<file path="src/verilog/mem_cfg.svh">
// widths, latency and load/store op codes for the memory stage, included by the package and RTL
`ifndef MEM_CFG_SVH
`define MEM_CFG_SVH

////////////////////////////////////////
// datapath sizes
////////////////////////////////////////

// data word width in bits
`define DATA_W 32
// byte address width
`define ADDR_W 16
// cache index bits, 16 lines of one word
`define IDX_W 4
// backing memory depth in words
`define RAM_WORDS 16384
// cycles from RAM request to RAM ack
`define RAM_LAT 3

////////////////////////////////////////
// load/store op codes
////////////////////////////////////////

// bit 3 store, bit 2 unsigned, bits 1..0 size
`define LSU_LB  4'b0000
`define LSU_LH  4'b0001
`define LSU_LW  4'b0010
`define LSU_LBU 4'b0100
`define LSU_LHU 4'b0101
`define LSU_SB  4'b1000
`define LSU_SH  4'b1001
`define LSU_SW  4'b1010

`endif

</file>
<file path="src/verilog/mem_pkg.sv">
// shared types for the memory stage, referenced by scoped name from the RTL and testbench
`include "mem_cfg.svh"

package mem_pkg;

    ////////////////////////////////////////
    // vector types
    ////////////////////////////////////////

    // one data word
    typedef logic [`DATA_W-1:0] word_t;

    // byte address as seen by the execute stage
    typedef logic [`ADDR_W-1:0] addr_t;

    // word address between cache and RAM
    // low two byte-offset bits dropped
    typedef logic [`ADDR_W-3:0] word_addr_t;

    // one enable per byte lane
    typedef logic [`DATA_W/8-1:0] byte_en_t;

    // load/store operation code
    typedef logic [3:0] lsu_op_t;

    ////////////////////////////////////////
    // cache controller FSM
    ////////////////////////////////////////

    // IDLE        waiting for a strobe
    // LOOKUP      tag compare, hit answers here
    // REFILL      read miss waits on the RAM
    // WRITE_THRU  store waits on the RAM
    // RESP        answer after a RAM access
    typedef enum logic [2:0] {
        IDLE,
        LOOKUP,
        REFILL,
        WRITE_THRU,
        RESP
    } cache_state_t;

endpackage

</file>
<file path="src/verilog/dcache_ctrl.sv">
// direct-mapped write-through data cache with one-word lines, sits between the LSU and the RAM
`include "mem_cfg.svh"

module dcache_ctrl (
    input  logic                clk_i,
    input  logic                rst_n_i,
    // from the load/store unit
    input  logic                cache_req_i,
    input  logic                cache_we_i,
    input  mem_pkg::word_addr_t cache_addr_i,
    input  mem_pkg::byte_en_t   cache_be_i,
    input  mem_pkg::word_t      cache_wdata_i,
    // from the RAM
    input  logic                ram_ack_i,
    input  mem_pkg::word_t      ram_rdata_i,
    // to the load/store unit
    output logic                cache_stall_o,
    output logic                cache_rvalid_o,
    output mem_pkg::word_t      cache_rdata_o,
    // to the RAM
    output logic                ram_req_o,
    output logic                ram_we_o,
    output mem_pkg::word_addr_t ram_addr_o,
    output mem_pkg::byte_en_t   ram_be_o,
    output mem_pkg::word_t      ram_wdata_o
);

    ////////////////////////////////////////
    // declarations
    ////////////////////////////////////////

    localparam int LINES = 1 << `IDX_W;
    // word address bits above the index
    localparam int TAG_W = `ADDR_W - 2 - `IDX_W;

    // line storage
    mem_pkg::word_t      data_arr [LINES];
    logic [TAG_W-1:0]    tag_arr  [LINES];
    logic [LINES-1:0]    valid_q;

    // captured request
    logic                we_q;
    mem_pkg::word_addr_t addr_q;
    mem_pkg::byte_en_t   be_q;
    mem_pkg::word_t      wdata_q;

    // word returned by a refill
    mem_pkg::word_t      fill_q;

    mem_pkg::cache_state_t state_q;
    mem_pkg::cache_state_t state_d;

    logic [`IDX_W-1:0]   idx;
    logic [TAG_W-1:0]    tag;
    logic                hit;

    ////////////////////////////////////////
    // lookup
    ////////////////////////////////////////

    assign idx = addr_q[`IDX_W-1:0];
    assign tag = addr_q[`ADDR_W-3:`IDX_W];
    assign hit = valid_q[idx] && (tag_arr[idx] == tag);

    // busy from the cycle after the strobe
    assign cache_stall_o  = (state_q != mem_pkg::IDLE);

    // load hit answers in LOOKUP, everything else in RESP
    assign cache_rvalid_o = ((state_q == mem_pkg::LOOKUP) && !we_q && hit)
                          || (state_q == mem_pkg::RESP);
    assign cache_rdata_o  = (state_q == mem_pkg::RESP) ? fill_q : data_arr[idx];

    // RAM is used by every store and by a read miss
    assign ram_req_o   = (state_q == mem_pkg::LOOKUP) && (we_q || !hit);
    assign ram_we_o    = we_q;
    assign ram_addr_o  = addr_q;
    assign ram_be_o    = be_q;
    assign ram_wdata_o = wdata_q;

    ////////////////////////////////////////
    // FSM
    ////////////////////////////////////////

    always_comb begin
        state_d = state_q;
        case (state_q)
            mem_pkg::IDLE: begin
                if (cache_req_i) begin
                    state_d = mem_pkg::LOOKUP;
                end
            end
            mem_pkg::LOOKUP: begin
                if (we_q) begin
                    state_d = mem_pkg::WRITE_THRU;
                end else if (hit) begin
                    state_d = mem_pkg::IDLE;
                end else begin
                    state_d = mem_pkg::REFILL;
                end
            end
            // both RAM waits end on the ack
            mem_pkg::REFILL, mem_pkg::WRITE_THRU: begin
                if (ram_ack_i) begin
                    state_d = mem_pkg::RESP;
                end
            end
            default: begin
                state_d = mem_pkg::IDLE;
            end
        endcase
    end

    always_ff @(posedge clk_i or negedge rst_n_i) begin
        if (!rst_n_i) begin
            state_q <= mem_pkg::IDLE;
            valid_q <= '0;
        end else begin
            state_q <= state_d;
            // refilled line becomes valid
            if ((state_q == mem_pkg::REFILL) && ram_ack_i) begin
                valid_q[idx] <= 1'b1;
            end
        end
    end

    ////////////////////////////////////////
    // request capture and arrays
    ////////////////////////////////////////

    always_ff @(posedge clk_i) begin
        if ((state_q == mem_pkg::IDLE) && cache_req_i) begin
            we_q    <= cache_we_i;
            addr_q  <= cache_addr_i;
            be_q    <= cache_be_i;
            wdata_q <= cache_wdata_i;
        end
        // store hit: merge enabled lanes, miss leaves the line alone
        if ((state_q == mem_pkg::LOOKUP) && we_q && hit) begin
            for (int b = 0; b < `DATA_W/8; b++) begin
                if (be_q[b]) begin
                    data_arr[idx][b*8 +: 8] <= wdata_q[b*8 +: 8];
                end
            end
        end
        // read miss installs the RAM word
        if ((state_q == mem_pkg::REFILL) && ram_ack_i) begin
            data_arr[idx] <= ram_rdata_i;
            tag_arr[idx]  <= tag;
            fill_q        <= ram_rdata_i;
        end
    end

endmodule

</file>
<file path="config.mk">
export PLATFORM = sky130hd
export DESIGN_NAME = dcache_ctrl
export DESIGN_NICKNAME = d
export VERILOG_FILES = /design/src/verilog/mem_pkg.sv /design/src/verilog/dcache_ctrl.sv
export VERILOG_INCLUDE_DIRS = /design/src /design/src/verilog
export SDC_FILE = /design/constraint.sdc
export NUM_CORES = 1
export LEC_CHECK = 0
export BUFFER_PORTS_ARGS = -buffer_cell sky130_fd_sc_hd__buf_2
export CAP_MARGIN = 0
export CORE_ASPECT_RATIO = 1.1
export CORE_MARGIN = 2
export CORE_UTILIZATION = 45
export DETAILED_ROUTE_END_ITERATION = 10
export PLACE_DENSITY = 0.67
export RECOVER_POWER = 25
export SETUP_SLACK_MARGIN = 0.1
export SYNTH_ARGS = -nofsm -noshare
export SYNTH_HDL_FRONTEND = slang
export SYNTH_SLANG_ARGS = --single-unit
</file>
<file path="constraint.sdc">
create_clock -name clk_i -period 5.1 [get_ports clk_i]
set_clock_uncertainty 0.15 [all_clocks]
set_input_delay 0.765 -clock clk_i [delete_from_list [all_inputs] [get_ports clk_i]]
set_output_delay 0.765 -clock clk_i [all_outputs]
set_load 0.02 [all_outputs]
</file>
After elaboration in Yosys (flattened, before gate mapping)

Memories as Yosys holds them, arrays and structs flattened. A register that Yosys moved wholly into a read port is not among the register bits.
Cells that the tools add are included.

Bits in registers: 102
Bits in writable memories: 672
Input port bits: 87
Output and inout bits: 86
Logic and storage cells: 70
Memories kept: 2

Order comparisons: 2
Equal/unequal tests: 7
Multiplexer cells: 30
Bitwise logic cells: 5
Reductions and logical operators: 17

Memory list:

| name     | words | width | read ports | clocked after Yosys merged registers in | wr ports | RTL line          | RTL |
|---|---|---|---|---|---|---|---|
| data_arr | 16    | 32    | 1          | 1                                       | 1        | dcache_ctrl.sv:37 | `mem_pkg::word_t data_arr [LINES];` |
| tag_arr  | 16    | 10    | 1          | 1                                       | 1        | dcache_ctrl.sv:38 | `logic [TAG_W-1:0] tag_arr [LINES];` |

Operator list:

| operator             | number |
|---|---|
| $mux W32             | 1 |
| $mux W8              | 4 |
| $mux W1              | 16 |
| $or A16 B16 Y16      | 1 |
| $eq A10 B10 Y1       | 1 |
| $logic_and A1 B1 Y1  | 9 |
| $pmux W3 S3          | 1 |
| $mux W4              | 2 |
| $eq A3 B2 Y1 const B | 2 |
| $mux W3              | 2 |
| $lt A4 B5 Y1 const B | 1 |
| $bmux W1 S4          | 1 |
| $demux W1 S4         | 1 |
| $ge A4 B1 Y1 const B | 1 |
| $mux W2              | 2 |
| $ne A2 B2 Y1 const B | 2 |
| $or A1 B1 Y1         | 4 |
| $eq A3 B1 Y1 const B | 1 |
| $eq A3 B3 Y1 const B | 1 |
| $logic_not A3 Y1     | 1 |
| $reduce_bool A3 Y1   | 1 |
| $logic_not A1 Y1     | 2 |
| $logic_or A1 B1 Y1   | 2 |
| $reduce_and A2 Y1    | 1 |
| $reduce_or A2 Y1     | 1 |

Logic depth before layout (Yosys ltp)

Word-level depth: 7
Gate-level depth with buffers: 12
Depth with buffers taken out: 7

Worst setup path after synthesis

No wires, ideal clock.

Path kind: register to register
Start point: reg state_q[2]
End point: reg (tool-made name)
Setup time: 0.123 ns
Arrival: 3.725 ns
Required time: 4.827 ns
Path slack: 1.102 ns
Cell stages (with the launch flop): 4
Path buffers: 0
Clock period less this slack: 3.998 ns
Cells stage by stage: dfrtp_1 or3_1 nor2_1 mux2_2

RTL lines:

| what                   | RTL line           | RTL |
|---|---|---|
| from (decl)            | dcache_ctrl.sv:50  | `mem_pkg::cache_state_t state_q;` |
| from (signal assigned) | dcache_ctrl.sv:115 | `state_q <= mem_pkg::IDLE;` |
| from (signal assigned) | dcache_ctrl.sv:118 | `state_q <= state_d;` |

==> results.cfg <==
[synth]
yosysWarnings = 0
ys_seq_area_share_pct = 76.3
synth_async_sr_flop_share_pct = 2.44
netlist_area_um2 = 30400
ys_types = 47
ys_ff_latch = 778
synth-main-ff-cell = edfxtp_1
syn_inst = 1415
avgSynthCellArea_um2 = 21.5
synth_edf_count = 755
synthesis.nets = 1502

[placement]
dpl_cell_area_um2 = 32800
gp_congestion = 0.764
dp_hpwl_um = 40200
placed_cells = 2473
numPortBuffers = 172

[timing]
setup_viol_count_final = 0
slew_headroom_pct = -81.5
tightest_slew_ns = 2.72
drv_slew = 35
period_minus_slack_ns = 4.67
timing.fmax_mhz = 214
tns_ns = 0
period_share_pct = 91.6
hold_violations = 0
rsz0062_at_grt = false

[worst_setup_path]
crit_path_end = ram_req_o
cp_top_family = buffers and inverters
start_kind = flip-flop
slowest_stage = dfxtp_4
critPathCaptureType = primary output
worst-r2r-setup-slack_ns = 0.73
critPathRequiredTime_ns = 4.18
worstPathMaxFanout = 120
crit_type = flip-flop to primary output
crit_arrival_ns = 3.76
r2r-end = data_arr[11][31]$_DFFE_PP_
reg2reg_depth = 6
worstPathCellList = buf_12 -> mux2i_1 -> mux2_2 -> nand2_1 -> o2111a_1 -> nand4_1 -> and2_1 -> buf_2
reg2reg_from = state_q[1]$_DFFE_PN0P_
cp.buffers_inverters = 2
crit_cells = 8
slowest_delay_ns = 0.66

[detailed_routing]
postRouteAntennaNets = 0
avgRoutedWirePerCell_um = 24.9
viasPerCell = 5.61
drc = 0
drtPass1Iterations = 5
wl_met1_um = 26600
wl_um = 65300
wl_met2_um = 33200
dr.first_iter.drc_count = 1240
vias = 14718
routed.top_layer = met4
wl_met3_um = 4250

[global_routing]
grt_start_max_net_pins = 121
grt_pass1_wl_um = 97000
grt_pass1_vias = 15389
grtUsageTotal_pct = 18.9
overflow = 0
antenna_found_initial = 1

[clocking]
numCtsBuffers = 80
cts.sinks = 778
cts_tree = done
htreeDepth = 3
clk_path_buf_depth = 3
cts_root_buf = clkbuf_16
insertion_delay_ns = 0.62
path_clk_slew_ns = 0.06

[pwr]
total_power_mw = 17.9
peakVddDrop_mv = 0.378
power_density_nw_per_um2 = 507
p_leak_nw = 11.6

[die]
die_w_um = 252
start_util_pct = 45.2
io_pins = 173
rows = 100
fp.dieH_um = 277
fp.dieArea_um2 = 69800
core_area_um2 = 67300

[min_path]
hold_class = input pin to flip-flop

[layout]
area.growth.synth_to_final_pct = 16.1
drive_above_1_share_pct = 33.4
final_common_cell = edfxtp_1
stdcell_count = 2623
nNetsFinal = 1778
nFillCells = 5245
final_cell_mix = 755 x edfxtp_1, 190 x mux4_2, 111 x nand2_1, 111 x buf_2, 85 x clkbuf_16
fin_area_um2 = 35300

[status]
failed_checks = capacitance limit, slew limit
status = finished with violations

[run]
drv_cap = 1
-- worst register-to-register path: stages, from the launching register on --
cell and delay, ns:
dfrtp_1 0.43, nand2_1 0.10, or3_1 0.87, clkinvlp_2 1.34, buf_4 0.61, nand2_1 0.15
nand2_1 0.33
-- report_power, final --
group | leakage [nW] | switching, mW | internal, mW | total (mW)
sequential | 7.10 | 0.319 | 7.79 | 8.11
clock | 1.28 | 2.38 | 3.46 | 5.84
combinational | 3.26 | 2.30 | 1.68 | 3.98
-- area by class of cell --
type                       instances  area (um2)  share of cell area, %
clock inverter                    45         445                   1.26
timing repair buffer             269        1530                   4.34
tap                              867        1080                   3.07
inverter                           4        17.5                 0.0496
clock buffer                     101        2200                   6.22
multi-input combinational        558        6820                   19.3
antenna                            1        2.50                0.00708
sequential                       778       23200                   65.8
-- cell usage after synthesis, types with 3 or more instances --
cell type | count | area share, %
a2111oi_4 | 5 | 0.45
o21ai_0 | 3 | 0.049
a21oi_1 | 65 | 1.1
buf_6 | 9 | 0.33
clkbuf_1 | 38 | 0.47
nand2_1 | 111 | 1.4
dfrtp_1 | 19 | 1.6
mux2i_1 | 30 | 0.99
and2_1 | 3 | 0.062
or3_1 | 3 | 0.062
nand3_1 | 12 | 0.20
buf_4 | 3 | 0.074
buf_2 | 6 | 0.099
a221oi_1 | 3 | 0.086
o22a_1 | 3 | 0.086
or2_2 | 16 | 0.33
mux2_2 | 44 | 1.6
nand4_4 | 4 | 0.28
buf_1 | 16 | 0.20
dfxtp_1 | 4 | 0.26
a22oi_1 | 3 | 0.074
inv_1 | 3 | 0.037
mux4_1 | 5 | 0.43
xnor2_1 | 3 | 0.086
xor2_1 | 3 | 0.086
nor2_1 | 27 | 0.33
edfxtp_1 | 755 | 74
mux4_2 | 190 | 14
nor2b_1 | 6 | 0.12
-- worst min-delay path by stage --
stage / from / to / slack, ns / cells after the start
after floorplan: valid_q[13]$_DFFE_PN0P_ / valid_q[13]$_DFFE_PN0P_ / 0.28 / 1
after global placement: valid_q[8]$_DFFE_PN0P_ / valid_q[8]$_DFFE_PN0P_ / 0.30 / 1
after detailed placement: valid_q[2]$_DFFE_PN0P_ / valid_q[2]$_DFFE_PN0P_ / 0.30 / 1
after CTS: cache_wdata_i[31] / ram_wdata_o[31]$_DFFE_PP_ / 0.13 / 1
after global routing: cache_addr_i[12] / ram_addr_o[12]$_DFFE_PP_ / 0.14 / 1
final: cache_wdata_i[24] / ram_wdata_o[24]$_DFFE_PP_ / 0.16 / 1
-- per-stage QoR --
step	worst slack [ns]	hold WS, ns	utilization (%)
final	0.426	0.163	52.5
after global routing	0.153	0.145	52.5
after CTS	0.125	0.126	52.6
after detailed placement	0.796	0.304	48.7
after global placement	0.841	0.299	48.7
after floorplan	1.10	0.284	-
-- cell families after synthesis --
kind of cell / Yosys count / share of synthesized area [%]
muxes: 269 / 17.1
AOI/OAI and AO/OA: 93 / 2.10
and+or+nand+nor: 189 / 2.91
xor gates and xnor gates: 7 / 0.226
DFF: 778 / 76.3
buffers and inverters: 79 / 1.38
-- what timing repair did --
| item | 4_1_cts | 5_1_grt |
|---|---|---|
| hold endpoints to repair | 19 | 0 |
| buffers inserted | 0 | 2 |
| hold buffers | 1 | 0 |
| setup endpoints to repair | 0 | 2 |
| resized for setup | 0 | 0 |
-- registers in the layout, summed over array words and instances (netlist names), named ones only --
name         flops
data_arr       512
fill_q          32
ram_addr_o      14
ram_be_o         4
ram_wdata_o     32
ram_we_o         1
state_q          3
tag_arr        160
valid_q         16
-- layer usage --
layer / GRT usage, % / vias to the layer above
li1: - / 6412
met3: 3.95 / 91
met4: 5.19 / 0
met5: 0 / -
met1: 25.2 / 7715
met2: 31.6 / 500
No activity file was read; power rests on OpenSTA's default activity.
