<file path="src/verilog/mem_cfg.svh">
// widths, latency and load/store op codes for the memory stage, included by the package and RTL
`ifndef MEM_CFG_SVH
`define MEM_CFG_SVH

////////////////////////////////////////
// datapath sizes
////////////////////////////////////////

// data word width in bits
`define DATA_W 32
// byte address width
`define ADDR_W 16
// cache index bits, 16 lines of one word
`define IDX_W 4
// backing memory depth in words
`define RAM_WORDS 16384
// cycles from RAM request to RAM ack
`define RAM_LAT 3

////////////////////////////////////////
// load/store op codes
////////////////////////////////////////

// bit 3 store, bit 2 unsigned, bits 1..0 size
`define LSU_LB  4'b0000
`define LSU_LH  4'b0001
`define LSU_LW  4'b0010
`define LSU_LBU 4'b0100
`define LSU_LHU 4'b0101
`define LSU_SB  4'b1000
`define LSU_SH  4'b1001
`define LSU_SW  4'b1010

`endif

</file>
<file path="src/verilog/mem_pkg.sv">
// shared types for the memory stage, referenced by scoped name from the RTL and testbench
`include "mem_cfg.svh"

package mem_pkg;

    ////////////////////////////////////////
    // vector types
    ////////////////////////////////////////

    // one data word
    typedef logic [`DATA_W-1:0] word_t;

    // byte address as seen by the execute stage
    typedef logic [`ADDR_W-1:0] addr_t;

    // word address between cache and RAM
    // low two byte-offset bits dropped
    typedef logic [`ADDR_W-3:0] word_addr_t;

    // one enable per byte lane
    typedef logic [`DATA_W/8-1:0] byte_en_t;

    // load/store operation code
    typedef logic [3:0] lsu_op_t;

    ////////////////////////////////////////
    // cache controller FSM
    ////////////////////////////////////////

    // IDLE        waiting for a strobe
    // LOOKUP      tag compare, hit answers here
    // REFILL      read miss waits on the RAM
    // WRITE_THRU  store waits on the RAM
    // RESP        answer after a RAM access
    typedef enum logic [2:0] {
        IDLE,
        LOOKUP,
        REFILL,
        WRITE_THRU,
        RESP
    } cache_state_t;

endpackage

</file>
<file path="src/verilog/load_store_unit.sv">
// load/store unit: turns an execute-stage request into a cache access and formats load results
`include "mem_cfg.svh"

module load_store_unit (
    input  logic                clk_i,
    input  logic                rst_n_i,
    // request from execute
    input  logic                req_i,
    input  mem_pkg::lsu_op_t    op_i,
    input  mem_pkg::addr_t      addr_i,
    input  mem_pkg::word_t      wdata_i,
    // cache answers
    input  logic                cache_stall_i,
    input  logic                cache_rvalid_i,
    input  mem_pkg::word_t      cache_rdata_i,
    // cache request
    output logic                cache_req_o,
    output logic                cache_we_o,
    output mem_pkg::word_addr_t cache_addr_o,
    output mem_pkg::byte_en_t   cache_be_o,
    output mem_pkg::word_t      cache_wdata_o,
    // result to execute
    output logic                done_o,
    output mem_pkg::word_t      load_data_o
);

    ////////////////////////////////////////
    // declarations
    ////////////////////////////////////////

    // latched for the response
    mem_pkg::lsu_op_t op_q;
    logic [1:0]       off_q;

    // lane extraction
    logic [7:0]       byte_v;
    logic [15:0]      half_v;
    mem_pkg::word_t   load_v;

    ////////////////////////////////////////
    // request side
    ////////////////////////////////////////

    // strobes during a stall are dropped, nothing is queued
    assign cache_req_o  = req_i & ~cache_stall_i;
    // op bit 3 marks a store
    assign cache_we_o   = op_i[3];
    assign cache_addr_o = addr_i[`ADDR_W-1:2];

    // byte enables and lane replication
    always_comb begin
        case (op_i)
            `LSU_LB, `LSU_LBU, `LSU_SB: begin
                // one-hot on address bits 1..0
                cache_be_o    = mem_pkg::byte_en_t'(4'b0001 << addr_i[1:0]);
                cache_wdata_o = {4{wdata_i[7:0]}};
            end
            `LSU_LH, `LSU_LHU, `LSU_SH: begin
                // upper or lower pair, bit 0 ignored
                cache_be_o    = addr_i[1] ? 4'b1100 : 4'b0011;
                cache_wdata_o = {2{wdata_i[15:0]}};
            end
            default: begin
                cache_be_o    = 4'b1111;
                cache_wdata_o = wdata_i;
            end
        endcase
    end

    // op and offset held until the answer returns
    always_ff @(posedge clk_i) begin
        if (cache_req_o) begin
            op_q  <= op_i;
            off_q <= addr_i[1:0];
        end
    end

    ////////////////////////////////////////
    // response side
    ////////////////////////////////////////

    // pick the addressed byte and halfword
    assign byte_v = cache_rdata_i[{off_q, 3'b000} +: 8];
    assign half_v = cache_rdata_i[{off_q[1], 4'b0000} +: 16];

    always_comb begin
        case (op_q)
            `LSU_LB:  load_v = {{24{byte_v[7]}}, byte_v};
            `LSU_LBU: load_v = {24'b0, byte_v};
            `LSU_LH:  load_v = {{16{half_v[15]}}, half_v};
            `LSU_LHU: load_v = {16'b0, half_v};
            `LSU_LW:  load_v = cache_rdata_i;
            // stores return nothing
            default:  load_v = '0;
        endcase
    end

    // done one cycle after rvalid
    // data is zero outside the done cycle
    always_ff @(posedge clk_i or negedge rst_n_i) begin
        if (!rst_n_i) begin
            done_o      <= 1'b0;
            load_data_o <= '0;
        end else begin
            done_o      <= cache_rvalid_i;
            load_data_o <= cache_rvalid_i ? load_v : '0;
        end
    end

endmodule

</file>
<file path="config.mk">
export PLATFORM = sky130hd
export DESIGN_NAME = load_store_unit
export DESIGN_NICKNAME = d
export VERILOG_FILES = /design/src/verilog/mem_pkg.sv /design/src/verilog/load_store_unit.sv
export VERILOG_INCLUDE_DIRS = /design/src /design/src/verilog
export SDC_FILE = /design/constraint.sdc
export NUM_CORES = 1
export LEC_CHECK = 0
export BUFFER_PORTS_ARGS = -buffer_cell sky130_fd_sc_hd__clkbuf_2
export CAP_MARGIN = 20
export CORE_MARGIN = 1
export CORE_UTILIZATION = 40
export DETAILED_ROUTE_END_ITERATION = 10
export PLACE_DENSITY = 0.8
export SETUP_SLACK_MARGIN = 0.5
export SLEW_MARGIN = 20
export SYNTH_ARGS = -nofsm -noshare
export SYNTH_HDL_FRONTEND = slang
export SYNTH_SLANG_ARGS = --single-unit
</file>
<file path="constraint.sdc">
create_clock -name clk_i -period 2.1 [get_ports clk_i]
set_input_delay 0.21 -clock clk_i [delete_from_list [all_inputs] [get_ports clk_i]]
set_output_delay 0.21 -clock clk_i [all_outputs]
set_load 0.03 [all_outputs]
</file>
After elaboration in Yosys (flattened, before gate mapping)
Cells that the tools add are included.
Widths: inputs -> output; s select.
Cells by class
  reduce and logical (&&, ||, !) cells: 4
  muxes and demuxes: 5
  shift-type cells: 3
  equality and inequality tests: 9
  bitwise operators: 2
Operators with widths (count)
  $pmux 32 s5: 1
  $pmux 32 s2: 1
  $mux 32: 1
  $shiftx 32x6->16: 1
  $shiftx 32x6->8: 1
  $eq 4x3->1 const B: 4
  $eq 4x1->1 const B: 2
  $eq 4x4->1 const B: 2
  $logic_not 4->1: 2
  $pmux 4 s2: 1
  $reduce_or 3->1: 2
  $eq 4x2->1 const B: 1
  $mux 4: 1
  $shl 1x2->4 const A: 1
  $and 1x1->1: 1
  $not 1->1: 1
Storage, ports and cells
  input port bits: 89
  word-level logic and storage cells: 27
  flip-flop bits (word level): 39

Logic depth before layout (Yosys ltp)
Gate-level depths: netlist of the first run.
  word-level depth: 3
  depth in mapped cells: 6
  depth with buffers taken out: 4

Least setup slack after synthesis of the first run
OpenSTA, ideal clock, no wires.
  path kind: in2out
  start point: input port op_i[3]
  end point: output port cache_wdata_o[24]
  path buffers: 2
  stages: 5
  data required time: 1890 ps
  setup slack: 351 ps
  arrival time: 1539 ps
  path through: a21oi_1 -> buf_1 -> buf_1 -> nor2_1 -> a21oi_1
Between the ends
  longest elaborated chain between the ends: 3
Ends and longest elaborated chain
  start: declaration: RTL line load_store_unit.sv:9  | input mem_pkg::lsu_op_t op_i,
  $eq 4x1->1 (tied with other cells): RTL line load_store_unit.sv:52  | case (op_i)
  $reduce_or 3->1: RTL line load_store_unit.sv:52
  $pmux 32 s2 (*): RTL line load_store_unit.sv:52
  end: declaration: RTL line load_store_unit.sv:21  | output mem_pkg::word_t cache_wdata_o,
Every way passes the cells marked *; elsewhere a longest branch is shown, timed or not.

Final worst setup path of the first run
  start point: register op_q[1]
  end point: register load_data_o[13]
Between the ends
  longest elaborated chain between the ends: 3
Ends and longest elaborated chain
  start: declaration: RTL line load_store_unit.sv:32  | mem_pkg::lsu_op_t op_q;
  start signal: assignment: RTL line load_store_unit.sv:73  | op_q <= op_i;
  $eq 4x2->1 (tied with other cells): RTL line load_store_unit.sv:87  | case (op_q)
  $pmux 32 s5 (*): RTL line load_store_unit.sv:87
  $mux 32 (*): RTL line load_store_unit.sv:106  | load_data_o <= cache_rvalid_i ? load_v : '0;
  end signal: assignment: RTL line load_store_unit.sv:106
  end: declaration: RTL line load_store_unit.sv:24  | output mem_pkg::word_t load_data_o
Marks and branches as above.
A chain may end at the register's enable or synchronous reset.

==> results of run 1 <==
==> worst reg2reg max path, stage by stage (launching register included) <==
cell and delay [ps]:
edfxtp_1 390, buf_4 170, or3b_4 280, o21a_1 190, nor2_4 80, a221o_1 370
==> flip-flops by register name, indices dropped and copies added (netlist names) <==
| signal | flops |
|---|---|
| done_o | 1 |
| load_data_o | 32 |
| off_q | 2 |
| op_q | 4 |
==> metal layers <==
metal  routed length [um]  global-route usage [%]  vias to the layer above
met3                  518                   4.884                       33
met5                    0                       0                        -
met2                 3584                   40.71                      119
met4                  240                   12.41                        0
li1                     -                       -                     1032
met1                 2523                   23.25                     1040
==> how the worst max path moves through the flow <==
stage / start / end / slack [ps] / cells past startpoint
finish: op_q[1]$_DFFE_PP_ / load_data_o[13]$_DFF_PN0_ / 490 / 5
global route: op_q[1]$_DFFE_PP_ / load_data_o[11]$_DFF_PN0_ / 450 / 5
CTS: op_q[1]$_DFFE_PP_ / load_data_o[13]$_DFF_PN0_ / 510 / 4
detailed placement: off_q[1]$_DFFE_PP_ / load_data_o[2]$_DFF_PN0_ / 360 / 4
global placement: off_q[1]$_DFFE_PP_ / load_data_o[4]$_DFF_PN0_ / 430 / 4
floorplan: op_i[0] / cache_be_o[1] / 470 / 3
==> placed cells by master (no fill, tap or decap), types with 2 or more instances in the layout <==
cell type / Yosys / layout
clkbuf_2: 1 / 141
dfrtp_1: 33 / 33
a21oi_1: 34 / 24
mux2_2: 23 / 21
nand2_1: 17 / 17
nor2_1: 12 / 12
a21oi_2: 0 / 10
buf_4: 25 / 10
mux2i_1: 9 / 9
nand3b_1: 8 / 8
a22oi_1: 7 / 7
a221o_1: 6 / 6
clkbuf_8: 0 / 6
edfxtp_1: 6 / 6
o21ai_0: 5 / 5
nor2b_1: 4 / 3
nand2b_1: 3 / 3
mux2_4: 0 / 2
nor2_4: 2 / 2
nor3_2: 1 / 2
a211o_1: 2 / 2
buf_6: 1 / 2
buf_12: 0 / 2
==> cell type report <==
type	count	area [um^2]
well taps	72	90.09
fillers	502	2350
repair buffers	157	860.8
flip-flops and latches	39	1006
clock buffers	7	107.6
clock inverters	1	5.005
multi-input cells	147	1117
inverters	1	3.754
==> power by group through the flow <==
stage	Sequential, mW	Combinational, mW	Clock (mW)
after detailed placement	0.821	0.519	0
after CTS	0.805	0.535	0.606
after global placement	0.819	0.514	0
after global routing	0.804	0.594	0.642
final	0.802	0.559	0.593
after floorplan	0.846	0.358	0
==> repair_timing <==
item                                   in CTS  in global routing
setup endpoints to repair                  26                 47
buffers inserted                            4                  4
hold buffers                                0                  0
pin swaps                                   2                  4
resized for setup                           2                 19
endpoints found under the hold margin       0                  0
==> cell families after synthesis <==
kind of cell | count (synthesis)
buf+inv | 40
compound gates | 59
mux | 33
flops | 39
simple gates | 55
==> metrics by stage <==
step           setup WS [ps]  instances  area [um^2]  total power [mW]  hold WS (ps)
4_1_cts                509.5        420         3113             1.946         7.630
2_1_floorplan          472.9        226         2338             1.204        -85.59
5_1_grt                446.0        424         3191             2.040         42.33
6_report               493.9        424         3191             1.954        -20.90
3_5_place_dp           362.9        408         2935             1.340         328.2
3_3_place_gp           433.0        408         2935             1.333         318.9
==> flow_summary_export.csv, run 1 <==
group,metric,value,unit
timing,layout_min_cycle_time,1606,ps
critical_path,worstPathArrival,1780,ps
pwr,power_frac_clock,30.4,%
pwr,p_leak,1.609,nW
timing,post-route-period-util,76.48,%
outcome,status,"finished, violations left",
clock_tree,clk_pin_slew,70,ps
critical_path,reg2reg_from,"op_q[1]$_DFFE_PP_",
timing,rsz0062_at_grt,"yes",
yosys,synthCells,226,
global_routing,grt_max_degree,34,
yosys,avgSynthCellArea,10.23,um^2
timing,finalMaxSlewViolations,0,
floorplanning,fp.dieW,78.01,um
critical_path,rr_worst_depth,5,
yosys,syn_area,0.002311,mm^2
clock_tree,cts_tree,"done",
clock_tree,clock_path_buffers,2,
global_routing,overflow,0,
yosys,synth_xor_area_share,0,%
global_routing,gr-usage-all-layers,22.13,%
layout,layout-drive-gt1-share,59.38,%
floorplanning,io_pins,174,
critical_path,crit_buf_inv,1,
drt,drc,0,
timing,finalSetupViolCount,0,
timing,fmax,0.6226,GHz
drt,drt.antenna.violating_nets,0,
yosys,synthAdderAreaFrac,0,%
critical_path,crit_chain,"buf_4 > or3b_4 > o21a_1 > nor2_4 > a221o_1",
clock_tree,cts_made_buffers,5,
yosys,synthArstFlopShare,84.62,%
clock_tree,cts_max_level,2,
critical_path,crit_path_end_kind,"flop",
pwr,p_comb_share,28.6,%
critical_path,crit_required,2270,ps
timing,tightest_slew,774.2,ps
outcome,violations,"hold timing",
timing,finalHoldViolations,33,
global_routing,grt_pass1_wl,10260,um
drt,num_vias,2224,
yosys,yosysUniqueCellTypes,37,
clock_tree,clock_sinks,39,
yosys,synth-seq-cells,39,
timing,fin_skew,5.111,ps
pwr,switching_share,31.47,%
yosys,ys_warn_count,0,
critical_path,slowest_stage,"edfxtp_1",
pwr,intPower,1.339,mW
drt,drt_pass1_iterations,4,
floorplanning,start_util,41.71,%
yosys,synth_compound_area_share,16.08,%
yosys,synth_edf_count,6,
placed_design,hpwl,5292,um
yosys,synth_area_leaders,"dfrtp_1 (36%), mux2_2 (11%), buf_4 (8.1%)",
critical_path,r2r-end,"load_data_o[13]$_DFF_PN0_",
timing,tns,0,ps
pwr,power_switching,0.6150,mW
yosys,muxShareOfSynthArea,16.08,%
floorplanning,core,0.005540,mm^2
floorplanning,die-area,0.006086,mm^2
layout,diodes,0,
critical_path,cp-start-kind,"flop",
yosys,synthSimpleGateAreaFrac,13.26,%
yosys,ys_seq_area_share,43.53,%
placed_design,gp_congestion,0.8418,
drt,routedWlPerCell,16.20,um
run,cap_violations,0,
pwr,p_per_area,612.5,mW/mm^2
layout,nNetsFinal,440,
yosys,yosysMostFrequentCell,"a21oi_1",
clock_tree,cts-root-buf,"clkbuf_8",
critical_path,worstSetupPathType,"reg2reg",
timing,hold_ws,-20.90,ps
global_routing,antenna_found_initial,0,
global_routing,grt_pass1_vias,2176,
placed_design,placement.io_buffers,145,
pwr,seq_power_share,41.1,%
floorplanning,num_rows,27,
layout,finish.utilization,57.59,%
critical_path,r2r_setup_slack,490,ps
yosys,synth_area_leader_cell,"dfrtp_1",
drt,drtIter0Drc,103,
drt,via_per_inst,5.245,
yosys,synth_commonest_cells,"a21oi_1 (34), dfrtp_1 (33), buf_4 (25)",
yosys,synth_top_family_by_area,"multiplexers",
pwr,vdd_drop_max,0.0003035,V
critical_path,critical-path-top-delay-family,"compound AO/OA/AOI/OAI gates",
hold_path,hold_path_class,"in2async",
yosys,syn_nets,315,
layout,area_growth,38.06,%
critical_path,crit_fanout,8,
yosys,synth_top_area_share,35.73,%
drt,wl,6868,um
clock_tree,clkLatencyLatePin,290,ps
critical_path,slowest_delay,390,ps
floorplanning,die-height,78.01,um
yosys,ys.flop_type,"dfrtp_1",
timing,slew-limit-headroom,48.39,%
Note: power is estimated with default switching activity, not from simulation.
==> inputs of run 2 (changes only) <==
Settings changed: ABC_AREA set to 1, PLACE_DENSITY 0.8 to 0.77.
Clock period 2.1 ns to 1.7 ns, I/O delays scaled along.
==> run 2 against run 1 <==
  * Count of clock-buffer cells in the layout fell by 2
  * Highest routed layer unchanged
  * Clock skew rose by 8.0 ps
  * Critical path depth rose by 2
  * Final cell count rose by 42%
  * The run now ends clean
==> flow_summary_export.csv, run 2 <==
group,metric,value,unit
critical_path,slowest_delay,470,ps
placed_design,placement.io_buffers,145,
layout,area_growth,66.09,%
timing,hold_ws,70.08,ps
global_routing,grt_pass1_wl,12940,um
layout,layout_commonest_cell,"clkbuf_2",
yosys,synthArstFlopShare,84.62,%
outcome,status,"finished clean",
timing,finalMaxSlewViolations,0,
timing,post-route-period-util,80.08,%
drt,routedWlPerCell,15.20,um
drt,via_per_inst,5.066,
critical_path,cp-start-kind,"flop",
critical_path,crit_chain,"inv_2 > nor2_2 > nand2_4 > clkbuf_16 > nor2_1 > nor2_1 > a21oi_2",
timing,tightest_slew,736.3,ps
yosys,avgSynthCellArea,6.890,um^2
clock_tree,clk_pin_slew,80,ps
floorplanning,fp.dieW,82.59,um
drt,wl,9165,um
yosys,syn_nets,466,
clock_tree,clkLatencyLatePin,300,ps
critical_path,crit_fanout,16,
layout,mostFrequentLayoutCells,"clkbuf_2 (117), nand2_1 (76), nor2_1 (57), inv_1 (43), dfrtp_1 (33)",
yosys,ys_warn_count,0,
critical_path,cp-startpoint,"op_q[1]$_DFFE_PP_",
layout,nNetsFinal,616,
clock_tree,cts_max_level,2,
layout,fillers,487,
critical_path,worstSetupPathType,"reg2reg",
yosys,yosysMostFrequentCell,"nand2_1",
critical_path,rr_worst_depth,7,
placed_design,gp_congestion,0.8097,
pwr,p_per_area,656.1,mW/mm^2
critical_path,cpMostUsedCell,"nor2_1",
floorplanning,die-area,0.006820,mm^2
layout,area.sequential,0.001006,mm^2
hold_path,min_path_cells,1,
clock_tree,clock_sinks,39,
clock_tree,cts_made_buffers,5,
yosys,syn_area,0.002597,mm^2
hold_path,worstHoldStart,"op_i[3]",
layout,multi_input_area,0.001648,mm^2
clock_tree,cts_tree,"done",
run,cap_violations,0,
drt,drc,0,
critical_path,worstPathArrival,1530,ps
layout,layout-drive-gt1-share,53.79,%
yosys,synth-seq-cells,39,
clock_tree,clock_path_buffers,2,
hold_path,hold_path_class,"in2reg",
drt,drt_pass1_iterations,4,
yosys,yosysUniqueCellTypes,21,
yosys,synth_area_leaders,"dfrtp_1 (32%), nand2_1 (14%), nor2_1 (12%)",
global_routing,antenna_found_initial,0,
timing,rsz0062_at_grt,"yes",
pwr,p_total,2.831,mW
timing,finalHoldViolations,0,
global_routing,grt_max_degree,34,
layout,largest_reg_flops,32,
pwr,vdd_drop_max,0.0004911,V
yosys,ys.flop_type,"dfrtp_1",
yosys,synth_edf_count,6,
drt,drt.antenna.violating_nets,0,
drt,num_vias,3055,
timing,slew-limit-headroom,50.91,%
floorplanning,core,0.006096,mm^2
yosys,ys_seq_area_share,38.73,%
floorplanning,die-height,82.59,um
critical_path,slowest_stage,"edfxtp_1",
yosys,synthCells,377,
clock_tree,cts-root-buf,"clkbuf_8",
yosys,synth_area_leader_cell,"dfrtp_1",
yosys,synth_top_area_share,31.79,%
critical_path,reg2reg_from,"op_q[1]$_DFFE_PP_",
placed_design,hpwl,5845,um
critical_path,crit_path_end_kind,"flop",
timing,layout_min_cycle_time,1361,ps
global_routing,gr-usage-all-layers,25.12,%
pwr,p_leak,2.360,nW
floorplanning,io_pins,174,
critical_path,crit_required,1870,ps
global_routing,grt_pass1_vias,2958,
drt,drtIter0Drc,163,
layout,diodes,0,
timing,fmax,0.7345,GHz
layout,largestRegisters,"load_data_o x32, op_q x4, off_q x2",
timing,tns,0,ps
floorplanning,start_util,42.61,%
floorplanning,num_rows,28,
timing,fin_skew,13.15,ps
timing,finalSetupViolCount,0,
global_routing,overflow,0,
layout,largest_register,"load_data_o",
yosys,synth_commonest_cells,"nand2_1 (94), nor2_1 (86), inv_1 (47)",
==> run 2: area by class of cell <==
class / count / area share [%]
Timing Repair Buffer: 178 / 29.47
Clock inverter: 3 / 1.015
Tap cell: 75 / 2.175
Clock buffer: 5 / 1.595
Multi-Input combinational cell: 255 / 38.20
Sequential cell: 39 / 23.32
Inverter: 48 / 4.234
==> run 2: kinds of logic after synthesis <==
family                 share of synthesized area, %
AO/OA/AOI/OAI                                 14.35
flip-flops                                    38.73
buffers and inverters                         16.67
AND/OR/NAND/NOR                               30.25
==> run 2: critical path: cells and delay by family (launching register included) <==
| kind | cells | cell delay, ps |
|---|---|---|
| compound gates | 1 | 70 |
| buf+inv | 2 | 350 |
| flops | 1 | 470 |
| simple gates | 4 | 360 |
==> run 2: worst paths after layout <==
path | endpoint | slack (ps)
worst max-delay path | load_data_o[14]$_DFF_PN0_ | 340
min in group asynchronous | load_data_o[27]$_DFF_PN0_ | 460
worst max register to register | load_data_o[14]$_DFF_PN0_ | 340
worst min-delay path | op_q[3]$_DFFE_PP_ | 70
max in group asynchronous | load_data_o[8]$_DFF_PN0_ | 750
worst min register to register | load_data_o[23]$_DFF_PN0_ | 810
==> run 2: per-stage QoR <==
stage | utilization, % | cells | area (um^2) | worst slack (ps)
final | 70.77 | 603 | 4314 | 338.6
after global routing | 70.77 | 603 | 4314 | 274.4
after CTS | 63.05 | 592 | 3844 | 367.3
after detailed placement | 54.37 | 565 | 3314 | 198.6
after global placement | 54.37 | 565 | 3314 | 293.3
after floorplan | - | 377 | 2711 | 336.8
==> run 2: repair_timing <==
action	in CTS	in global routing
endpoints found under the hold margin	34	0
hold buffers	2	0
buffers inserted	12	8
resized for setup	66	108
pin swaps	9	23
endpoints found under the setup margin	52	62
gates cloned	5	3
==> run 2: metal layers <==
metal	track usage, %	part of all wire (%)	up-vias
li1	-	-	1439
met1	25.07	35	1439
met2	49.09	55	148
met3	4.615	7.1	29
met4	12.59	3.2	0
met5	0	0	-
==> run 2: power breakdown <==
part | internal, mW | switching (mW)
sequential | 0.990 | 0.0216
clock | 0.437 | 0.350
combinational | 0.388 | 0.644
total | 1.82 | 1.02
